===== src/hw/icache_pkg.sv =====
// Shared constants, bundles and state encodings, imported by every cache module and the testbench
`default_nettype none

package icache_pkg;

  //////////////////////////////////////////////////////////////////////
  // Geometry
  localparam int unsigned WaysWidth       = 2;
  localparam int unsigned NumWays         = 4;
  localparam int unsigned SetsWidth       = 6;
  // Eight 64-bit beats per line
  localparam int unsigned BeatsWidth      = 3;
  localparam int unsigned PhysAddrLen     = 32;
  localparam int unsigned LineOffsetWidth = 6;
  localparam int unsigned TagWidth        = PhysAddrLen - SetsWidth - LineOffsetWidth;
  localparam int unsigned DataWidth       = 64;
  localparam int unsigned InstrWidth      = 32;

  //////////////////////////////////////////////////////////////////////
  // Bundles
  typedef struct packed {
    logic [TagWidth-1:0] tag;
    logic                valid;
  } tag_t;

  // A request with flush set flushes the cache first, then fetches pc
  typedef struct packed {
    logic        valid;
    logic [63:0] pc;
    logic        flush;
  } fetch_req_t;

  typedef struct packed {
    logic                  valid;
    logic [InstrWidth-1:0] instr;
    logic                  exception;
    logic [63:0]           tval;
  } fetch_resp_t;

  // Always a Get of one full line
  typedef struct packed {
    logic                   valid;
    logic [PhysAddrLen-1:0] address;
  } mem_a_t;

  typedef enum logic [2:0] {
    AccessAck     = 3'd0,
    AccessAckData = 3'd1
  } d_opcode_e;

  typedef struct packed {
    logic                 valid;
    d_opcode_e            opcode;
    logic                 denied;
    logic [DataWidth-1:0] data;
  } mem_d_t;

  typedef struct packed {
    logic                  req;
    logic [SetsWidth-1:0]  set;
    logic [BeatsWidth-1:0] beat;
  } array_rd_t;

  typedef struct packed {
    logic                  req_tag;
    logic                  req_data;
    logic [NumWays-1:0]    ways;
    logic [SetsWidth-1:0]  set;
    logic [BeatsWidth-1:0] beat;
    tag_t                  tag;
    logic [DataWidth-1:0]  data;
  } array_wr_t;

  //////////////////////////////////////////////////////////////////////
  // State encodings
  typedef enum logic [1:0] {LockNone, LockRefill, LockAccess, LockFlush} lock_holder_e;

  typedef enum logic [1:0] {RefillIdle, RefillProgress, RefillComplete} refill_state_e;

  typedef enum logic [1:0] {FlushReset, FlushIdle, FlushDone} flush_state_e;

  typedef enum logic [2:0] {
    FetchIdle,
    FetchFetch,
    FetchReplay,
    FetchFill,
    FetchExceptionLocked,
    FetchException,
    FetchFlush
  } fetch_state_e;

endpackage

`default_nettype wire


===== src/hw/icache_lock_arbiter.sv =====
// Array lock arbiter, instanced once in the cache top to serialize refill, flush and fetch access
`default_nettype none
`timescale 1ns/1ps

module icache_lock_arbiter (
  input  logic                     clk_i,
  input  logic                     rst_ni,
  input  logic                     refill_acq_i,
  input  logic                     flush_acq_i,
  input  logic                     access_acq_i,
  input  logic                     flush_rel_i,
  input  logic                     access_rel_i,
  input  logic                     refill_move_i,
  output icache_pkg::lock_holder_e holder_d_o,
  output icache_pkg::lock_holder_e holder_q_o
);
  import icache_pkg::*;

  logic refill_pend_q, refill_pend_d;
  logic flush_pend_q, flush_pend_d;
  logic access_pend_q, access_pend_d;

  always_comb begin
    holder_d_o    = holder_q_o;
    refill_pend_d = refill_pend_q || refill_acq_i;
    flush_pend_d  = flush_pend_q || flush_acq_i;
    access_pend_d = access_pend_q || access_acq_i;

    if (flush_rel_i || access_rel_i) begin
      holder_d_o = LockNone;
    end

    // Refill hands the lock straight to the fetch side
    if (refill_move_i) begin
      holder_d_o = LockAccess;
    end

    // Refill first since it blocks channel D
    if (holder_d_o == LockNone) begin
      if (refill_pend_d) begin
        holder_d_o    = LockRefill;
        refill_pend_d = 1'b0;
      end else if (flush_pend_d) begin
        holder_d_o   = LockFlush;
        flush_pend_d = 1'b0;
      end else if (access_pend_d) begin
        holder_d_o    = LockAccess;
        access_pend_d = 1'b0;
      end
    end
  end

  // Flush owns the arrays out of reset
  always_ff @(posedge clk_i or negedge rst_ni) begin
    if (!rst_ni) begin
      refill_pend_q <= 1'b0;
      flush_pend_q  <= 1'b0;
      access_pend_q <= 1'b0;
      holder_q_o    <= LockFlush;
    end else begin
      refill_pend_q <= refill_pend_d;
      flush_pend_q  <= flush_pend_d;
      access_pend_q <= access_pend_d;
      holder_q_o    <= holder_d_o;
    end
  end

endmodule

`default_nettype wire


===== config.mk =====
export PLATFORM = sky130hd
export DESIGN_NAME = icache_lock_arbiter
export DESIGN_NICKNAME = d
export VERILOG_FILES = /design/src/hw/icache_pkg.sv /design/src/hw/icache_lock_arbiter.sv
export SDC_FILE = /design/constraint.sdc
export NUM_CORES = 1
export LEC_CHECK = 0
export BUFFER_PORTS_ARGS = -buffer_cell sky130_fd_sc_hd__buf_2
export CAP_MARGIN = 5
export CORE_AREA = 2 2 39 41
export DETAILED_ROUTE_END_ITERATION = 12
export DIE_AREA = 0 0 41 43
export PLACE_DENSITY_LB_ADDON = 0.3
export SETUP_SLACK_MARGIN = 0.2
export SYNTH_ARGS = -nofsm -noshare
export SYNTH_HDL_FRONTEND = slang
export SYNTH_SLANG_ARGS = --single-unit
export TNS_END_PERCENT = 50

===== constraint.sdc =====
create_clock -name clk_i -period 3.6 [get_ports clk_i]
set_clock_uncertainty 0.15 [all_clocks]
set_input_delay 0.18 -clock clk_i [delete_from_list [all_inputs] [get_ports clk_i]]
set_output_delay 0.18 -clock clk_i [all_outputs]
set_load 0.02 [all_outputs]

==> results of run 1 <==
-- worst paths after layout --
| path | from | to | slack (ns) | depth (start not counted) |
|---|---|---|---|---|
| max | holder_q_o[1] | holder_d_o[1] | 1.58 | 4 |
| min | refill_move_i | holder_q_o[0] | 0.01 | 2 |
| max reg2reg | holder_q_o[1] | holder_q_o[1] | 2.12 | 3 |
| min reg2reg | holder_q_o[0] | holder_q_o[0] | 0.37 | 2 |
| max in group asynchronous | rst_ni | holder_q_o[1] | 2.97 | 2 |
| min in group asynchronous | rst_ni | flush_pend_q | 0.12 | 2 |
-- placed cells by master (no fill, tap or decap), drive strengths merged --
cell type    netlist  routed
a22o               1       1
a221o              1       1
a2111oi            1       1
dlygate4sd3        0       1
dfrtp              3       3
nor2               6       6
a21oi              3       3
clkbuf             0       4
or2                1       1
dfstp              2       2
buf                0      11
nand2              2       2
-- registers in the layout, summed over array words and instances (netlist names) --
register       cells
flush_pend_q       1
access_pend_q      1
refill_pend_q      1
holder_q_o         2
-- metrics by stage --
step           power [uW]  instance area [um2]  hold slack, ns   util
2_1_floorplan        80.7                  229          -0.266      -
3_3_place_gp         92.1                  304          -0.147  0.220
3_5_place_dp         92.0                  304          -0.148  0.220
4_1_cts               161                  340         0.00268  0.246
5_1_grt               171                  340         0.00589  0.246
6_report              158                  340          0.0145  0.246
-- timing repair --
item                                   4_1_cts  5_1_grt
buffers inserted                             0        0
endpoints found under the hold margin        5        0
hold buffers                                 1        0
-- power groups by stage --
stage | Clock [uW] | Sequential (uW) | Combinational [uW]
final | 66.0 | 65.2 | 27.0
after detailed placement | 0 | 65.9 | 26.1
after global placement | 0 | 66.0 | 26.2
after floorplan | 0 | 68.2 | 12.5
after global routing | 76.4 | 65.4 | 29.3
after CTS | 68.9 | 65.2 | 27.2
-- layout make-up --
| type | count | area, um2 | share of cell area |
|---|---|---|---|
| clock buffers | 4 | 26.3 | 0.0772 |
| multi-input cells | 15 | 101 | 0.298 |
| flip-flops and latches | 5 | 128 | 0.375 |
| well taps | 16 | 20.0 | 0.0588 |
| repair buffers | 12 | 65.1 | 0.191 |
-- cells by family (layout without fill, tap and decap cells) --
family / Yosys count / after routing
AO/OA/AOI/OAI: 6 / 6
AND/OR/NAND/NOR: 9 / 9
buffers and inverters: 0 / 16
flip-flops: 5 / 5
-- metal layers --
metal | wire length (um) | up-vias | part of all wire
met5 | 0 | - | 0
met4 | 0 | 0 | 0
met3 | 105 | 0 | 0.19
met2 | 198 | 15 | 0.36
met1 | 251 | 93 | 0.45
li1 | - | 102 | -
==> summary.md, run 1 <==
The number of nets handed over by synthesis was 28. TritonCTS built the clock tree. Maximum number of pins on one net before global-route repair: 6. The root buffer cell chosen for the clock tree is sky130_fd_sc_hd__clkbuf_4. On the critical path, the stage with the largest delay is an instance of sky130_fd_sc_hd__a2111oi_4.

The tools report the proportion of power drawn by flip-flops and latches as 0.412. Number of pins exceeding their max-slew limit in the final report: 0. The flow ran to the end, and the final reports show no timing, DRC or antenna violations. The met2 demand-to-capacity share in global routing was 0.0906. The setup-violating endpoint count in the final report is 0, and the switching power is 42.6 uW. The largest vdd supply drop came out at 294 uV.

The internal portion of the total power is 116 uW. The pre-CTS worst setup slack is 1.84 ns. The worst slew slack as a fraction of its limit was 0.712; the mean instance size in the synthesized netlist was 11.4 um2.

The number of filler instances in the final layout was 151. The logs give 0.171 for the combinational fraction of design power and 0.647 for the global placer's final weighted congestion. The predominant post-synthesis flop cell was sky130_fd_sc_hd__dfrtp_1. The adder and majority gate portion of the synthesized area was 0; the number of buffers inserted by port buffering was 11. Area fraction in and, or, nand and nor cells after synthesis: 0.169. At the later pin of the worst-skew pair, clock insertion delay measures 0.25 ns. Detailed routing inserted a total of 210 vias. The share of total power consumed by net switching was 0.270; the gate count of the mapped netlist was 20. Counting instances in the post-synthesis netlist gives the leading cell types as sky130_fd_sc_hd__nor2_1 (6), sky130_fd_sc_hd__a21oi_1 (3), sky130_fd_sc_hd__dfrtp_1 (3). The die covers 0.00176 mm2.

The tools report the number of antenna violations at the first check in global routing as 0. The number of H-tree branching levels was 1; the final net count was 45. For the leakage dissipation, the log shows 0.000143 uW. The global routing usage on met3 was 0.0628; the setup TNS after final layout was 0 ns. The tools report the number of nets with antenna violations after detailed routing as 0. For the finished layout, the period the worst path requires is 2.02 ns.

The most utilized layer in the global route result is met1. The logs give 220 for the via count of the first global-routing pass and 3 for the length of the first detailed-routing pass in iterations. The proportion of synthesized chip area in sequential cells came out at 0.557. After floorplanning, the core was sized to cover 0.00138 mm2. The fraction of layout instances using a drive strength above 1 is 0.528. In this run, placement finished with an instance count of 47. The number of diodes came out at 0.

The worst min-delay path category is input pin to flop. CTS saw 5 sinks. The multiplexer fraction of the synthesized cell area came out at 0. The worst setup path is launched from a flop. Number of buffer and inverter instances along the worst setup path: 1. During synthesis, Yosys emitted a total of 0 warnings. The tools report the number of violations reported at the end of detailed-routing iteration 0 as 5. The aggregate global routing overflow is 0, and the DRC violation count after routing is 0. The flop and latch count out of synthesis was 5; the arrival time of the worst setup path was 1.69 ns. The worst setup path is captured at an output pin. Counting flops with a built-in enable in the synthesized netlist gives 0. The worst setup path is of the flop to output pin kind.

For the pin with the worst max-slew slack, the measured transition is 0.430 ns. The compound-cell area share of the yosys netlist is 0.273. Clock tree synthesis inserted a total of 3 buffers. The tool flagged a number of max-cap violations equal to 0. Sorting the synthesized cells by area gives the leading types as sky130_fd_sc_hd__dfrtp_1 (33%), sky130_fd_sc_hd__dfstp_2 (23%), sky130_fd_sc_hd__a2111oi_4 (12%). Of all nets on the critical path, the largest fanout is 4. The run gives 0.417 as the part of the power in the clock network.

After clock tree synthesis, the clock-pin slew on the worst setup and hold paths is 0.05 ns. Summed over all layers, the routed wires come to 555 um. Power spread over the standard cell area amounts to 465 mW/mm2. For the count of final hold-check violations, the log shows 0. After synthesis, the largest family of logic cells by area is compound AO/OA/AOI/OAI gates.

The signal on the critical path passes through or2_4 -> a2111oi_4 -> a221o_1 -> buf_2. In this design, the stage delay of the slowest critical-path cell is 0.40 ns. In the post-route analysis, the smallest setup slack over all paths is 1.58 ns. Post-CTS repair changed the size of 0 cells.

The dominant delay contributor by cell family on the critical path is compound AO/OA/AOI/OAI gates. The portion of synthesized cell area occupied by the leading cell type was 0.328; the fraction of registers with async set/reset was 1.00. The first global-routing pass estimated 869 um of wire. The cell type with the largest total area after synthesis was sky130_fd_sc_hd__dfrtp_1. The post-route fraction of the period consumed by the critical path is 0.560, and the die span in y is 43 um. After floorplanning, the core was divided into 14 placement rows. Dividing the detail-routed wire length by the instance count gives 10.7 um. Measured along the x axis, the die boundary spans 41 um. The met1 demand-to-capacity share in global routing is 0.105, and the layout-stage area growth over the synthesis result is 48.6%. The logs give 12 for the number of top-level pins and 9 for the number of distinct standard cells referenced by the synthesized netlist.

STA puts the critical path data required time at 3.27 ns. The count of cells in the finished layout, fillers not included, comes to 52. After detailed routing, the number of vias per cell comes to 4.04. The total routing usage reported by global routing is 0.0768, and the cell area after synthesis is 229 um2. The run gives 496 MHz as the fmax. In the post-synthesis netlist, the cell with the most instances is sky130_fd_sc_hd__nor2_1. The fraction of synthesized cell area in xor and xnor cells works out to 0. The initial core utilization is 0.165. The run gives 2 as the maximum count of clock buffers along a single path. Setup repair after global routing left no endpoint under its margin.
No activity file was read; power rests on OpenSTA's default activity.
==> run 2, diff against run 1 <==
- ABC_AREA: unset -> 1
- clock period: 3.6 -> 1.8 ns (I/O delays scaled with it)
==> summary.md, run 2 <==
The register containing the most flip-flops in the final layout was holder_q_o. The number of buffers inserted by port buffering works out to 11. Counting flops with a built-in enable in the synthesized netlist gives 0. For the number of max-cap violations, the log shows 0.

Setup violations remaining at the end of the flow were counted as 0. After detailed routing, the average wire length per cell comes to 7.50 um. In this run the core area contains 14 standard-cell rows. The count of final hold-check violations came out at 0. The length of the first detailed-routing pass in iterations was 1; the number of diodes was 0. The switching power was 74.9 uW.

The part of the power in the clock network is 0.394, and the number of top-level pins is 12. For the final net count, the log shows 55. For this run, the leading register cell type out of synthesis is sky130_fd_sc_hd__dfrtp_1. The flop and latch count out of synthesis came out at 5.

The number of clock buffers added by TritonCTS is 3. The tools report the placed cell area as 302 um2. The path class of the tightest hold or removal check is input pin to flop. The tools report the area of the placeable core as 0.00138 mm2.

The library cells used most frequently in the layout, excluding fill and tap cells, are sky130_fd_sc_hd__buf_2 (10), sky130_fd_sc_hd__inv_1 (5). The run finished with clean final reports. The post-route fraction of the period consumed by the critical path was 0.826; the number of warnings printed during yosys synthesis was 0.

The cell area after synthesis came out at 226 um2. The proportion of synthesized chip area in sequential cells is 0.564, and the proportion of power drawn by flip-flops and latches is 0.413. The tools report the total routing usage reported by global routing as 0.0727. For the number of antenna violations at the first check in global routing, the log shows 0. After clock tree synthesis, the clock-pin slew on the worst setup and hold paths is 0.04 ns. The initial core utilization is 0.164. The first routing iteration left 0 violations.

Data on the critical path is required at its endpoint by 1.56 ns. The DRC violation count after routing was 0. At the pin with the least slew margin, the transition time is 0.181 ns. The first global-routing pass estimated 834 um of wire. Yosys attributes the largest share of cell area to sky130_fd_sc_hd__dfrtp_1 (33%), sky130_fd_sc_hd__dfstp_2 (23%), sky130_fd_sc_hd__inv_1 (8.3%). The tools report the final core utilization as 0.274. Counting every instance in the synthesized netlist gives 27. The routed layout has 229 vias.

For this design the ratio of total power to cell area is 817 mW/mm2. The cell at the root of the clock tree is sky130_fd_sc_hd__clkbuf_4. In this run the worst path has a maximum fanout of 3.

In this run the remaining antenna-violating nets after routing total 0. The number of pins exceeding their max-slew limit in the final report was 0; the portion of synthesized cell area occupied by the leading cell type was 0.331. The internal power consumption was 235 uW. The tools report the sort of element at the end of the critical path as an output pin. The fmax was 672 MHz; the global placer's final weighted congestion was 0.682.

Counting instances in the post-synthesis netlist gives the leading cell types as sky130_fd_sc_hd__inv_1 (5), sky130_fd_sc_hd__nor2_1 (4), sky130_fd_sc_hd__a21oi_1 (3), sky130_fd_sc_hd__dfrtp_1 (3), sky130_fd_sc_hd__nand2_1 (3). For the worst setup path, the data arrival time is 1.25 ns. The combinational fraction of design power came out at 0.193. STA classifies the critical path startpoint as an input pin. The tools report the maximum number of pins on one net before global-route repair as 6. The tools report the largest vdd supply drop as 287 uV. The tools report the via count of the first global-routing pass as 240. The total detailed-routing wirelength is 465 um.

Setup total negative slack on the finished layout was measured at 0 ns. The leakage dissipation is 0.000190 uW, and the power consumption is 310 uW. After layout, the minimum clock period comes to 1.49 ns. The fraction of registers with async set/reset works out to 1.00. After legalization and detailed placement, the total HPWL measured 415 um. The via density per instance was 3.69.

Relative to the synthesized area, the layout overhead comes to 67.4%. TritonCTS built the clock tree. Cell type with the largest total area after synthesis: sky130_fd_sc_hd__dfrtp_1. The worst slew slack as a fraction of its limit came out at 0.878.

In this run the mean area of a mapped cell was 8.39 um2. The tools report the die footprint as 0.00176 mm2. Among all cell types in the netlist, the one instantiated most often is sky130_fd_sc_hd__inv_1. After routing the design area is 379 um2. The share of total power consumed by net switching is 0.242, and the die width is 41 um. The clock latency on the worst-skew pair is 0.23 ns.

The library cell used most frequently in the layout, excluding fill and tap cells, is sky130_fd_sc_hd__buf_2. The floorplan step set the die height to 43 um. The fraction of layout instances using a drive strength above 1 came out at 0.457. Setup repair after global routing left no endpoint under its margin. The number of nets handed over by synthesis was 35. Critical path start-end classification: input pin to output pin. Number of H-tree branching levels: 1. The register with the most flip-flops in the layout has 2 of them. The total overflow left after global routing is 0. The maximum count of clock buffers along a single path was 2; the sink count of the clock tree was 5.

Number of distinct standard cells referenced by the synthesized netlist: 12.
[run 2: cell type report]
class / instances / area (um2)
Sequential cell: 5 / 128
Multi-Input combinational cell: 16 / 78.8
Inverter: 6 / 22.5
Timing Repair Buffer: 15 / 104
Clock buffer: 4 / 26.3
Tap cell: 16 / 20.0
Fill cell: 159 / 1000
[run 2: kinds of logic (layout without fill, tap and decap cells)]
| kind of cell | count (synthesis) | after routing | share of synthesized area |
|---|---|---|---|
| compound gates | 6 | 6 | 0.138 |
| buf+inv | 6 | 25 | 0.0994 |
| simple gates | 10 | 10 | 0.199 |
| flops | 5 | 5 | 0.564 |
[run 2: path summary, 6_finish.rpt]
kind | start | to | slack, ns | cells after the start
worst max-delay path | refill_move_i | holder_d_o[1] | 0.31 | 7
worst min-delay path | refill_acq_i | flush_pend_q | 0.03 | 3
worst max register to register | flush_pend_q | flush_pend_q | 0.41 | 3
worst min register to register | access_pend_q | access_pend_q | 0.38 | 2
max in group asynchronous | rst_ni | holder_q_o[1] | 1.25 | 2
min in group asynchronous | rst_ni | access_pend_q | 0.04 | 2
[run 2: stage by stage]
stage | worst slack [ns] | cells | hold WS [ns]
6_report | 0.312 | 62 | 0.0254
5_1_grt | 0.200 | 62 | 0.0531
4_1_cts | 0.220 | 62 | 0.0292
3_5_place_dp | 0.527 | 54 | -0.243
3_3_place_gp | 0.532 | 54 | -0.244
2_1_floorplan | 0.403 | 27 | -0.356
[run 2: worst max-delay path, stage by stage]
cell and delay [ns]:
sky130_fd_sc_hd__dlygate4sd3_1 0.53, sky130_fd_sc_hd__buf_2 0.13, sky130_fd_sc_hd__inv_1 0.05, sky130_fd_sc_hd__nand2_2 0.06
sky130_fd_sc_hd__a31oi_1 0.16, sky130_fd_sc_hd__inv_1 0.09, sky130_fd_sc_hd__buf_6 0.13
[run 2: power by group through the flow]
stage / sequential (uW) / combinational, uW / clock, uW
2_1_floorplan: 134 / 24.3 / 0
3_3_place_gp: 129 / 50.3 / 0
3_5_place_dp: 129 / 50.5 / 0
5_1_grt: 128 / 67.6 / 137
4_1_cts: 128 / 57.7 / 129
6_report: 128 / 59.8 / 122
[run 2: what timing repair did]
item | in CTS | in global routing
endpoints found under the hold margin | 8 | 0
setup buffers | 0 | 0
endpoints found under the setup margin | 0 | 1
hold buffers | 4 | 0
resized for setup | 0 | 4
[run 2: routing by layer]
layer,vias to the layer above,GRT usage,routed length [um]
met5,-,0,0
met4,0,0.0800,0
met3,0,0.0157,17
met2,3,0.106,269
met1,106,0.0754,177
li1,120,-,-
==> run 3, diff against run 2 <==
- clock period: 1.8 -> 1.4 ns (I/O delays scaled with it)
==> summary.md, run 3 (synthesized netlist as in run 2, its figures left out) <==
The floorplan step set the die width to 41 um. The sink count of the clock tree came out at 5. TritonCTS built the clock tree. The minimum period implied by the final worst setup slack is 1.41 ns. The internal power of the cells totals 310 uW. STA puts the critical path data arrival time at 1.19 ns. In the routed design, unresolved DRC markers number 0.

The tightest min-delay check is of the input pin to flop type. The register with the most flip-flops in the layout has 2 of them. The tools report the proportion of power drawn by flip-flops and latches as 0.400. The routed length per instance is 7.77 um. The tools report the cell at the root of the clock tree as sky130_fd_sc_hd__clkbuf_4. The layout-stage area growth over the synthesis result is 72.4%.

The final reports fail on negative hold slack, negative setup slack. The run finished, with violations left. The global-route wire length before repair came out at 876 um. The combinational fraction of design power came out at 0.212.

Across the run, the number of max-cap violations was 0. The logs give 0 for the number of diodes and 403 um for the post-detailed-placement half-perimeter wirelength. For this design, the slowest cell found on the critical path is sky130_fd_sc_hd__dfstp_2.

For the part of the power in the clock network, the log shows 0.388. The number of H-tree branching levels is 1, and the number of pins exceeding their max-slew limit in the final report is 0. Area of the placeable core: 0.00138 mm2. After the last flow step, the layout net total stands at 55. The critical path is of the flop to output pin type.

The largest single stage delay on the critical path is 0.53 ns. The setup TNS after final layout is -0.0180 ns, and the number of violations reported at the end of detailed-routing iteration 0 is 0. The clock passes through at most 2 buffers. Detailed routing inserted a total of 221 vias. Most frequent standard cell in the layout excluding fill and tap cells: sky130_fd_sc_hd__buf_2.

The final critical-path setup slack was -0.0124 ns. The post-route fraction of the period consumed by the critical path was 1.01; the ratio of total power to cell area was 1070 mW/mm2. The fmax came out at 708 MHz. The global placer's final weighted congestion is 0.680, and the worst-margin pin slew is 0.178 ns. The via count of the first global-routing pass was 240. The run gives 0.0809 as the total routing usage reported by global routing.

The number of buffer and inverter instances along the worst setup path is 2. Setup repair after global routing could not meet its margin everywhere. On the critical path the largest part of the delay comes from flip-flops. After clock tree synthesis, the clock-pin slew on the worst setup and hold paths is 0.04 ns. Buffers inserted during clock tree synthesis total 3. The total detailed-routing wirelength came out at 482 um. The logs give 0 for the number of antenna violations at the first check in global routing and 418 uW for the power consumption. The worst setup path is launched from a flop. The initial core utilization was 0.164.

The die covers 0.00176 mm2. 12 I/O pins were placed. The analysis attributes to net switching a power of 108 uW.

The die is 43 um tall. The worst setup path is captured at an output pin. The logs give 0 for the number of nets with antenna violations after detailed routing and 0 for the aggregate global routing overflow. In this run the static leakage power is 0.000186 uW. Prior to clock tree synthesis, the placed netlist has a worst setup slack of 0.160 ns. Number of buffers inserted by port buffering: 11. Worst slack on hold paths: -0.179 ns. Of all nets on the critical path, the largest fanout is 3.

Setup violations remaining at the end of the flow were counted as 2. The required arrival time at the worst endpoint was 1.18 ns; the via density per instance was 3.56. The logs give 1 for the length of the first detailed-routing pass in iterations and 1 for the count of hold buffers inserted by post-cts repair.

The clock latency on the worst-skew pair is 0.24 ns. The register containing the most flip-flops in the final layout is holder_q_o. The largest vdd supply drop is 341 uV. The fraction of layout instances using a drive strength above 1 came out at 0.587. The critical path goes through nand2_2 -> a31oi_1 -> inv_1 -> buf_6. In the layout the commonest cells are sky130_fd_sc_hd__buf_2 (10), sky130_fd_sc_hd__inv_1 (5). Count of final hold-check violations: 3. For the maximum number of pins on one net before global-route repair, the log shows 6. The tools report the worst slew slack as a fraction of its limit as 0.880. The share of total power consumed by net switching works out to 0.258. The number of cell rows came out at 14.
-- run 3: cell count changes in the layout (fill, tap and decap cells not counted), sizes merged --
cell	previous run	this run
buf	11	14
dlymetal6s4s	1	0
dlygate4sd3	3	1
-- run 3: through the flow --
step           utilization  cell area (um2)  instances
2_1_floorplan            -              230         27
3_3_place_gp         0.221              305         54
3_5_place_dp         0.221              305         54
4_1_cts              0.278              385         62
5_1_grt              0.282              390         62
6_report             0.282              390         62
-- run 3: final timing paths --
check                                    from             to  slack, ns  cells after the start
worst max-delay path            holder_q_o[0]  holder_d_o[1]      -0.01                      4
worst min-delay path            refill_move_i  holder_q_o[0]      -0.18                      2
worst max register to register  holder_q_o[0]  holder_q_o[1]       0.03                      6
worst min register to register  holder_q_o[0]  holder_q_o[0]       0.37                      2
max in group asynchronous              rst_ni  holder_q_o[0]       0.87                      2
min in group asynchronous              rst_ni  access_pend_q       0.03                      2
-- run 3: layout make-up --
cell class | count | area, um2
fill | 155 | 993
sequential | 5 | 128
timing repair buffer | 15 | 101
multi-input combinational | 16 | 92.6
clock buffer | 4 | 26.3
inverter | 6 | 22.5
tap | 16 | 20.0
-- run 3: timing repair --
item | CTS | global route
endpoints found under the hold margin | 8 | 2
resized for setup | 7 | 1
pin swaps | 2 | 1
setup buffers | 3 | 0
endpoints found under the setup margin | 2 | 3
-- run 3: power groups by stage --
stage / Sequential [uW] / Combinational [uW] / Clock, uW
2_1_floorplan: 173 / 32.4 / 0
6_report: 167 / 88.4 / 162
3_3_place_gp: 166 / 66.5 / 0
5_1_grt: 168 / 99.3 / 172
3_5_place_dp: 167 / 66.1 / 0
4_1_cts: 166 / 88.4 / 172
-- run 3: metal layers --
layer	GRT usage	part of all wire	vias to the layer above
met5	0	0	-
met4	0.100	0.012	0
met3	0.0157	0.031	2
met2	0.116	0.58	3
met1	0.0822	0.37	96
li1	-	-	120
